**src/alloc_pkg.sv**
```systemverilog
// ==============================
// Shared geometry and types for the local-buffer allocator
// Modules take these by a wildcard import in their header
// ==============================

package alloc_pkg;

	// ==============================
	// Configuration table
	// ==============================
	// Number of input configurations held by the size table
	localparam int N_ICFG = 4;
	// Id width, one extra code so N_ICFG works as an exclusive end
	localparam int ICFG_BW = $clog2(N_ICFG + 1);

	// ==============================
	// Local buffer geometry
	// ==============================
	// Word address width of the local buffer
	localparam int LBW = 10;
	// Words per vector
	localparam int VSIZE = 8;
	// Word offset bits inside one vector
	localparam int CV_BW = $clog2(VSIZE);
	// Vector address width, the part the allocator tracks
	localparam int HBW = LBW - CV_BW;
	// Whole buffer in vectors, one bit wider than a vector address
	localparam logic [HBW:0] CAPACITY = (HBW + 1)'(1 << HBW);

	// ==============================
	// Outstanding block limits
	// ==============================
	// Depth of the address FIFO and limit of blocks not yet seen by DMA
	localparam int LBUF_SIZE = 5;
	// Counter width able to hold 0..LBUF_SIZE
	localparam int SEM_BW = $clog2(LBUF_SIZE + 1);

	// Id sequencer states
	typedef enum logic [1:0] {
		SEQ_IDLE = 2'd0,
		SEQ_RUN  = 2'd1,
		SEQ_LAST = 2'd2
	} seq_state_e;

endpackage

```
**src/cfg_size_table.sv**
```systemverilog
// ==============================
// Per-configuration block size registers
// Host writes one size per id, two ports read it back combinationally
// ==============================

module cfg_size_table
	import alloc_pkg::*;
(
	input  logic               i_clk,
	input  logic               i_rst,
	// Host write port
	input  logic               i_cfg_we,
	input  logic [ICFG_BW-1:0] i_cfg_waddr,
	input  logic [HBW:0]       i_cfg_wsize,
	// Read port for the id being allocated
	input  logic [ICFG_BW-1:0] i_rd_id_a,
	output logic [HBW:0]       o_rd_size_a,
	// Read port for the id being freed
	input  logic [ICFG_BW-1:0] i_rd_id_b,
	output logic [HBW:0]       o_rd_size_b
);

	logic [HBW:0] size_r [N_ICFG];

	// Ids past the table read as an empty block
	function automatic logic [HBW:0] rd_size(input logic [ICFG_BW-1:0] id);
		logic [HBW:0] size;
		size = '0;
		for (int i = 0; i < N_ICFG; i++) begin
			if (id == ICFG_BW'(i)) begin
				size = size_r[i];
			end
		end
		return size;
	endfunction

	// Sizes clear on reset so an unwritten id reserves nothing
	always_ff @(posedge i_clk) begin
		if (i_rst) begin
			for (int i = 0; i < N_ICFG; i++) begin
				size_r[i] <= '0;
			end
		end else if (i_cfg_we) begin
			for (int i = 0; i < N_ICFG; i++) begin
				if (i_cfg_waddr == ICFG_BW'(i)) begin
					size_r[i] <= i_cfg_wsize;
				end
			end
		end
	end

	assign o_rd_size_a = rd_size(i_rd_id_a);
	assign o_rd_size_b = rd_size(i_rd_id_b);

endmodule

```
**src/cfg_id_sequencer.sv**
```systemverilog
// ==============================
// Steps configuration ids from begin to exclusive end
// Holds the request ready until the last id is accepted downstream
// ==============================

module cfg_id_sequencer
	import alloc_pkg::*;
(
	input  logic               i_clk,
	input  logic               i_rst,
	// Allocation request, ready held until ack
	input  logic               i_alloc_rdy,
	output logic               o_alloc_ack,
	input  logic [ICFG_BW-1:0] i_beg_id,
	input  logic [ICFG_BW-1:0] i_end_id,
	// One step per id toward the allocator
	output logic [ICFG_BW-1:0] o_cur_id,
	output logic               o_step_rdy,
	input  logic               i_step_ack
);

	seq_state_e         state_r;
	seq_state_e         state_w;
	logic [ICFG_BW-1:0] id_r;
	logic [ICFG_BW-1:0] id_w;
	logic [ICFG_BW-1:0] id_1;
	logic [ICFG_BW-1:0] id_2;
	logic [ICFG_BW-1:0] beg_1;

	always_comb begin
		id_1    = id_r + 1'b1;
		id_2    = id_r + 2'd2;
		beg_1   = i_beg_id + 1'b1;
		state_w = state_r;
		id_w    = id_r;
		case (state_r)
			// Latch begin id, a one-id range goes straight to LAST
			SEQ_IDLE: begin
				if (i_alloc_rdy) begin
					id_w    = i_beg_id;
					state_w = (beg_1 == i_end_id) ? SEQ_LAST : SEQ_RUN;
				end
			end
			// Advance on each accepted step
			SEQ_RUN: begin
				if (i_step_ack) begin
					id_w    = id_1;
					state_w = (id_2 == i_end_id) ? SEQ_LAST : SEQ_RUN;
				end
			end
			// Last id taken, request is done
			SEQ_LAST: begin
				if (i_step_ack) begin
					state_w = SEQ_IDLE;
				end
			end
			default: state_w = SEQ_IDLE;
		endcase
	end

	always_ff @(posedge i_clk) begin
		if (i_rst) begin
			state_r <= SEQ_IDLE;
			id_r    <= '0;
		end else begin
			state_r <= state_w;
			id_r    <= id_w;
		end
	end

	assign o_cur_id    = id_r;
	assign o_step_rdy  = state_r != SEQ_IDLE;
	// Request ack lines up with the last step ack
	assign o_alloc_ack = (state_r == SEQ_LAST) && i_step_ack;

endmodule

```
**src/slot_semaphore.sv**
```systemverilog
// ==============================
// Counts blocks reserved but not yet taken by the DMA side
// Full at LBUF_SIZE, empty at zero
// ==============================

module slot_semaphore
	import alloc_pkg::*;
(
	input  logic i_clk,
	input  logic i_rst,
	input  logic i_inc,
	input  logic i_dec,
	output logic o_full,
	output logic o_empty
);

	logic [SEM_BW-1:0] cnt_r;

	// Inc and dec together leave the count alone
	always_ff @(posedge i_clk) begin
		if (i_rst) begin
			cnt_r <= '0;
		end else if (i_inc && !i_dec) begin
			cnt_r <= cnt_r + 1'b1;
		end else if (!i_inc && i_dec) begin
			cnt_r <= cnt_r - 1'b1;
		end
	end

	assign o_full  = cnt_r == SEM_BW'(LBUF_SIZE);
	assign o_empty = cnt_r == '0;

endmodule

```
**src/linear_fifo.sv**
```systemverilog
// ==============================
// Shift FIFO of reserved blocks, head at entry 0
// Each entry is a vector address and the block size in vectors
// ==============================

module linear_fifo
	import alloc_pkg::*;
(
	input  logic           i_clk,
	input  logic           i_rst,
	// Push side
	input  logic           i_push,
	input  logic [HBW-1:0] i_push_hi,
	input  logic [HBW:0]   i_push_size,
	// Pop side
	input  logic           i_pop,
	output logic           o_empty,
	output logic           o_full,
	output logic [HBW-1:0] o_head_hi,
	output logic [HBW:0]   o_head_size
);

	logic [HBW-1:0]    hi_r   [LBUF_SIZE];
	logic [HBW:0]      size_r [LBUF_SIZE];
	logic [SEM_BW-1:0] cnt_r;
	logic [SEM_BW-1:0] wr_idx;

	// ==============================
	// Occupancy
	// ==============================
	always_ff @(posedge i_clk) begin
		if (i_rst) begin
			cnt_r <= '0;
		end else if (i_push && !i_pop) begin
			cnt_r <= cnt_r + 1'b1;
		end else if (!i_push && i_pop) begin
			cnt_r <= cnt_r - 1'b1;
		end
	end

	// A push during a pop lands in the slot freed by the shift
	assign wr_idx = i_pop ? cnt_r - 1'b1 : cnt_r;

	// ==============================
	// Storage
	// ==============================
	always_ff @(posedge i_clk) begin
		// Move everything one step toward the head
		if (i_pop) begin
			for (int i = 0; i < LBUF_SIZE - 1; i++) begin
				hi_r[i]   <= hi_r[i + 1];
				size_r[i] <= size_r[i + 1];
			end
		end
		// Later assignment wins over the shift at wr_idx
		if (i_push) begin
			hi_r[wr_idx]   <= i_push_hi;
			size_r[wr_idx] <= i_push_size;
		end
	end

	assign o_empty     = cnt_r == '0;
	assign o_full      = cnt_r == SEM_BW'(LBUF_SIZE);
	assign o_head_hi   = hi_r[0];
	assign o_head_size = size_r[0];

endmodule

```
**src/buffer_allocator.sv**
```systemverilog
// ==============================
// Allocator core for the circular local buffer
// Reserves space per id, queues block addresses, releases them
// once enough vectors have been written, and takes frees back
// ==============================

module buffer_allocator
	import alloc_pkg::*;
(
	input  logic               i_clk,
	input  logic               i_rst,
	// Step from the id sequencer
	input  logic [ICFG_BW-1:0] i_cur_id,
	input  logic [HBW:0]       i_cur_size,
	input  logic               i_step_rdy,
	output logic               o_step_ack,
	// Space return
	input  logic               i_free_dval,
	input  logic [HBW:0]       i_free_size,
	// One vector written into SRAM per pulse
	input  logic               i_we_dval,
	// Linear address output
	output logic               o_linear_rdy,
	input  logic               i_linear_ack,
	output logic [LBW-1:0]     o_linear,
	// DMA notification, one token per block
	output logic               o_allocated_rdy,
	input  logic               i_allocated_ack
);

	logic [HBW-1:0] wr_ptr_r;
	logic [HBW:0]   capacity_r;
	logic [HBW:0]   capacity_w;
	logic [HBW:0]   valid_num_r;
	logic [HBW:0]   valid_num_w;
	logic [HBW:0]   step_size;
	logic           has_space;
	logic           sem_full;
	logic           sem_empty;
	logic           fifo_full;
	logic           fifo_empty;
	logic [HBW-1:0] head_hi;
	logic [HBW:0]   head_size;
	logic           filled;
	logic           lin_take;
	logic           dma_take;

	// ==============================
	// Step gating
	// ==============================
	// Ids outside the table reserve nothing
	assign step_size = (i_cur_id < ICFG_BW'(N_ICFG)) ? i_cur_size : '0;

	always_comb begin
		has_space  = capacity_r >= step_size;
		// FIFO room also matters when DMA acks run ahead of linear acks
		o_step_ack = i_step_rdy && has_space && !sem_full && !fifo_full;
	end

	// Running write pointer, wraps at CAPACITY by width
	always_ff @(posedge i_clk) begin
		if (i_rst) begin
			wr_ptr_r <= '0;
		end else if (o_step_ack) begin
			wr_ptr_r <= wr_ptr_r + step_size[HBW-1:0];
		end
	end

	// ==============================
	// Outstanding blocks and address queue
	// ==============================
	slot_semaphore u_sem (
		.i_clk   (i_clk),
		.i_rst   (i_rst),
		.i_inc   (o_step_ack),
		.i_dec   (dma_take),
		.o_full  (sem_full),
		.o_empty (sem_empty)
	);

	linear_fifo u_fifo (
		.i_clk       (i_clk),
		.i_rst       (i_rst),
		.i_push      (o_step_ack),
		.i_push_hi   (wr_ptr_r),
		.i_push_size (step_size),
		.i_pop       (lin_take),
		.o_empty     (fifo_empty),
		.o_full      (fifo_full),
		.o_head_hi   (head_hi),
		.o_head_size (head_size)
	);

	// DMA may start as soon as anything is reserved
	assign o_allocated_rdy = !sem_empty;
	assign dma_take        = o_allocated_rdy && i_allocated_ack;

	// Head leaves only when SRAM holds the whole block
	assign filled       = valid_num_r >= head_size;
	assign o_linear_rdy = !fifo_empty && filled;
	assign lin_take     = o_linear_rdy && i_linear_ack;
	// Word address, vector aligned
	assign o_linear     = {head_hi, {CV_BW{1'b0}}};

	// ==============================
	// Resource counters
	// ==============================
	// Free capacity, a step and a free may land together
	always_comb begin
		case ({o_step_ack, i_free_dval})
			2'b00:   capacity_w = capacity_r;
			2'b01:   capacity_w = capacity_r + i_free_size;
			2'b10:   capacity_w = capacity_r - step_size;
			default: capacity_w = capacity_r - step_size + i_free_size;
		endcase
	end

	// Written vectors not yet claimed by a released block
	always_comb begin
		case ({lin_take, i_we_dval})
			2'b00:   valid_num_w = valid_num_r;
			2'b01:   valid_num_w = valid_num_r + 1'b1;
			2'b10:   valid_num_w = valid_num_r - head_size;
			default: valid_num_w = valid_num_r - head_size + 1'b1;
		endcase
	end

	always_ff @(posedge i_clk) begin
		if (i_rst) begin
			capacity_r  <= CAPACITY;
			valid_num_r <= '0;
		end else begin
			capacity_r  <= capacity_w;
			valid_num_r <= valid_num_w;
		end
	end

endmodule

```
**src/alloc_top.sv**
```systemverilog
// ==============================
// Local-buffer space allocator, top level
// Size table and id sequencer feeding the allocator core
// ==============================

module alloc_top
	import alloc_pkg::*;
(
	input  logic               i_clk,
	input  logic               i_rst,
	// Host size writes
	input  logic               i_cfg_we,
	input  logic [ICFG_BW-1:0] i_cfg_waddr,
	input  logic [HBW:0]       i_cfg_wsize,
	// Allocation request over an id range
	input  logic               i_alloc_rdy,
	output logic               o_alloc_ack,
	input  logic [ICFG_BW-1:0] i_beg_id,
	input  logic [ICFG_BW-1:0] i_end_id,
	// Linear address consumer
	output logic               o_linear_rdy,
	input  logic               i_linear_ack,
	output logic [LBW-1:0]     o_linear,
	// DMA notification
	output logic               o_allocated_rdy,
	input  logic               i_allocated_ack,
	// SRAM written strobe and frees
	input  logic               i_we_dval,
	input  logic               i_free_dval,
	input  logic [ICFG_BW-1:0] i_free_id
);

	logic [ICFG_BW-1:0] s_cur_id;
	logic [HBW:0]       s_cur_size;
	logic [HBW:0]       s_free_size;
	logic               s_step_rdy;
	logic               s_step_ack;

	// Port a follows the id in flight, port b the id being freed
	cfg_size_table u_table (
		.i_clk       (i_clk),
		.i_rst       (i_rst),
		.i_cfg_we    (i_cfg_we),
		.i_cfg_waddr (i_cfg_waddr),
		.i_cfg_wsize (i_cfg_wsize),
		.i_rd_id_a   (s_cur_id),
		.o_rd_size_a (s_cur_size),
		.i_rd_id_b   (i_free_id),
		.o_rd_size_b (s_free_size)
	);

	cfg_id_sequencer u_seq (
		.i_clk       (i_clk),
		.i_rst       (i_rst),
		.i_alloc_rdy (i_alloc_rdy),
		.o_alloc_ack (o_alloc_ack),
		.i_beg_id    (i_beg_id),
		.i_end_id    (i_end_id),
		.o_cur_id    (s_cur_id),
		.o_step_rdy  (s_step_rdy),
		.i_step_ack  (s_step_ack)
	);

	buffer_allocator u_alloc (
		.i_clk           (i_clk),
		.i_rst           (i_rst),
		.i_cur_id        (s_cur_id),
		.i_cur_size      (s_cur_size),
		.i_step_rdy      (s_step_rdy),
		.o_step_ack      (s_step_ack),
		.i_free_dval     (i_free_dval),
		.i_free_size     (s_free_size),
		.i_we_dval       (i_we_dval),
		.o_linear_rdy    (o_linear_rdy),
		.i_linear_ack    (i_linear_ack),
		.o_linear        (o_linear),
		.o_allocated_rdy (o_allocated_rdy),
		.i_allocated_ack (i_allocated_ack)
	);

endmodule

```
**config.mk**
```make
export PLATFORM = sky130hd
export DESIGN_NAME = alloc_top
export DESIGN_NICKNAME = d
export VERILOG_FILES = /design/src/alloc_pkg.sv /design/src/cfg_size_table.sv /design/src/cfg_id_sequencer.sv /design/src/slot_semaphore.sv /design/src/linear_fifo.sv /design/src/buffer_allocator.sv /design/src/alloc_top.sv
export SDC_FILE = /design/constraint.sdc
export NUM_CORES = 1
export LEC_CHECK = 0
export BUFFER_PORTS_ARGS = -buffer_cell sky130_fd_sc_hd__clkbuf_2
export CAP_MARGIN = 20
export CORE_UTILIZATION = 40
export CTS_CLUSTER_DIAMETER = 120
export DETAILED_ROUTE_END_ITERATION = 8
export GPL_TIMING_DRIVEN = 0
export SLEW_MARGIN = 20
export SYNTH_ARGS = -nofsm -noshare
export SYNTH_HDL_FRONTEND = slang
export SYNTH_SLANG_ARGS = --single-unit
```
**constraint.sdc**
```tcl
create_clock -name i_clk -period 7 [get_ports i_clk]
set_input_delay 1.05 -clock i_clk [delete_from_list [all_inputs] [get_ports i_clk]]
set_output_delay 1.05 -clock i_clk [all_outputs]
set_load 0.01 [all_outputs]
```
==> results.json <==
{
  "endpoint_kind": "output port",
  "vias_per_cell": 5.369,
  "final_max_slew_viol_count": 0,
  "cts.htree.levels": 4,
  "syn_inst": 727,
  "cts_tree": "built",
  "crit_type": "reg -> out",
  "cts-root-buf": "clkbuf_16",
  "drv_cap": 0,
  "power.density_mw_per_mm2": 348.8,
  "synth_top_area_cell": "edfxtp_1",
  "drc": 0,
  "synth.area.top_cells": "edfxtp_1, mux2_2, dfxtp_1",
  "dr.pass1.iters": 4,
  "fin_crit_sh_pct": 92.68,
  "cts_sinks": 141,
  "cts_buffers": 17,
  "cts_resized": 0,
  "clkTransAtPathRegs_ns": 0.05,
  "die_area_mm2": 0.02099,
  "synth.most_common_cell": "edfxtp_1",
  "wire_per_inst_um": 17.56,
  "chipWidth_um": 144.9,
  "grt_start_max_net_pins": 17,
  "hold_path_startpoint": "u_alloc.u_sem.cnt_r[2]$_SDFFE_PP0P_",
  "max_slew_margin_pct": 44.10,
  "hpwlAfterDp_um": 13840,
  "antenna-diode-count": 0,
  "fmaxAchievable_mhz": 154.1,
  "synth_seq_cells": 141,
  "die_h_um": 144.9,
  "place_congestion": 0.8942,
  "initial_core_util_pct": 41.41,
  "final_hold_viol_count": 0,
  "ys_top_cells_by_count": "edfxtp_1, mux2_2, a21oi_1",
  "holdPathEnd": "u_alloc.u_sem.cnt_r[2]$_SDFFE_PP0P_",
  "clock_tree.buffer_depth": 2,
  "ir_drop_v": 0.0002241,
  "tightest_slew_ns": 0.8321,
  "finalSetupTns_ns": 0,
  "status": "completed",
  "gr-total-overflow": 0,
  "setup_violations": 0,
  "grt_usage_pct": 19.19,
  "dp_cells": 1030,
  "drt-total-wl_um": 18610,
  "grt_pass1_vias": 5792,
  "core_area_mm2": 0.01972,
  "netlist-cell-type-count": 61,
  "reg2reg_slack_ns": 0.63,
  "yosys_most_used_dff": "edfxtp_1",
  "drtAntennaViolNets": 0,
  "r2r_end": "u_alloc.capacity_r[7]$_SDFFE_PP1P_",
  "antenna_found_initial": 0,
  "grt_pass1_wl_um": 30240,
  "ff2ff_path_depth": 24,
  "synthArstFlopShare_pct": 0,
  "area_growth_pct": 14.02,
  "period_minus_slack_ns": 6.487,
  "drive_gt1_share_pct": 21.26,
  "p_leak_nw": 3.570,
  "synth_top_area_share_pct": 39.35,
  "rsz0062_at_grt": "false",
  "cts_setup_buffers": 0,
  "final_cells": 1060,
  "via_count": 5691,
  "arrival_ns": 5.44,
  "synth_edf_count": 107,
  "skew_ns": 0.009081,
  "layout.nets": 859,
  "crit_required_ns": 5.95,
  "row_count": 51,
  "avgSynthCellArea_um2": 11.23,
  "hold_buffers": 0,
  "drtIter0Drc": 244,
  "cp_max_fo": 11,
  "clkLatencyLatePin_ns": 0.42,
  "portBuffers": 32,
  "hold_class": "reg -> reg",
  "yosys_warnings": 0,
  "hold_path_depth": 2,
  "critPathLaunchType": "register",
  "rr_startpoint": "u_seq.o_cur_id[2]$_SDFFE_PP0P_",
  "io_pins": 41,
  "totalPowerFinal_mw": 3.247,
  "seq_area_frac_synth_pct": 47.69,
  "syn_area_mm2": 0.008165
}
per-stage QoR:
step                setup WS, ns  cell area [µm²]  hold slack, ns  util (%)
floorplan                  1.894             8173          0.4676         -
global route            0.004786             9310          0.5502     47.22
detailed placement        0.6193             8730          0.4996     44.27
CTS                       0.4759             9305          0.5105     47.19
global placement          0.1174             8665          0.4844     43.94
finish                    0.5127             9310          0.5122     47.22
flip-flops by register name (all words and copies together), names as in the netlist:
signal	cells
u_alloc.valid_num_r	8
u_alloc.wr_ptr_r	7
u_seq.o_cur_id	3
u_alloc.u_sem.cnt_r	3
u_alloc.u_fifo.hi_r	35
u_seq.state_r	2
u_alloc.u_fifo.cnt_r	3
u_table.size_r	32
u_alloc.capacity_r	8
u_alloc.u_fifo.size_r	40
report_power, final:
group	internal (mW)	switching [mW]	leakage, nW
logic	0.530	0.714	2.02
clock network	0.552	0.338	0.281
registers	1.03	0.0866	1.27
total	2.11	1.14	3.57
per-layer routing:
layer	vias to the layer above	track usage [%]	share of wire, %
li1	2767	-	-
met1	2737	23.48	43
met2	158	33.63	50
met3	29	3.060	4.2
met4	0	7.701	1.9
met5	-	0	0
final cells by class:
| cell class | count | area, µm² |
|---|---|---|
| buffer | 32 | 151.4 |
| clock buffer | 17 | 425.4 |
| clock inverter | 13 | 150.1 |
| fill | 1772 | 10410 |
| inverter | 40 | 150.1 |
| multi-input combinational | 516 | 4003 |
| sequential | 141 | 3894 |
| tap | 265 | 331.6 |
| timing repair buffer | 36 | 205.2 |
kinds of logic (layout without fill, tap and decap cells):
kind of cell	after synthesis	in the layout	share of synthesized area, %
buf+inv	72	138	3.693
simple gates	198	198	12.79
mux	92	92	13.41
fa+ha+maj	47	47	7.662
flops	141	141	47.69
compound gates	139	139	10.74
xor+xnor	37	37	3.969
other cells	1	3	0.04593
critical path, stage by stage (launching register included):
cell	delay (ns)
dfxtp_1	0.32
clkbuf_1	0.26
inv_1	0.19
ha_1	0.16
clkbuf_1	0.29
clkbuf_1	0.38
a21oi_1	0.11
nor2_1	0.61
inv_1	0.25
ha_1	0.37
nand3_1	0.08
or3_1	0.36
a31oi_1	0.26
clkbuf_1	0.41
buf_1	0.60
and3b_1	0.24
clkbuf_2	0.13
how the worst max path moves through the flow:
stage                                    from                                     to  slack, ns  cells past startpoint
6_report       u_seq.o_cur_id[2]$_SDFFE_PP0P_                            o_alloc_ack       0.51                     16
2_1_floorplan  u_seq.o_cur_id[2]$_SDFFE_PP0P_     u_alloc.capacity_r[7]$_SDFFE_PP1P_       1.89                     26
3_3_place_gp   u_seq.o_cur_id[2]$_SDFFE_PP0P_  u_alloc.u_fifo.size_r[3][3]$_DFFE_PP_       0.12                     14
5_1_grt        u_seq.o_cur_id[2]$_SDFFE_PP0P_                            o_alloc_ack      0.005                     16
4_1_cts        u_seq.o_cur_id[2]$_SDFFE_PP0P_                            o_alloc_ack       0.48                     17
3_5_place_dp   u_seq.o_cur_id[2]$_SDFFE_PP0P_     u_alloc.capacity_r[7]$_SDFFE_PP1P_       0.62                     26
layout by cell type, fill, tap and decap left out, types with 20 or more instances in the layout:
cell type and count:
a21oi_1 56, and2_1 32, clkbuf_2 32, dfxtp_1 34, edfxtp_1 107, ha_1 42, inv_1 39, mux2_2 63
nand2_1 37, nor2_1 44, xor2_1 20
(Power assumes the default switching activity.)
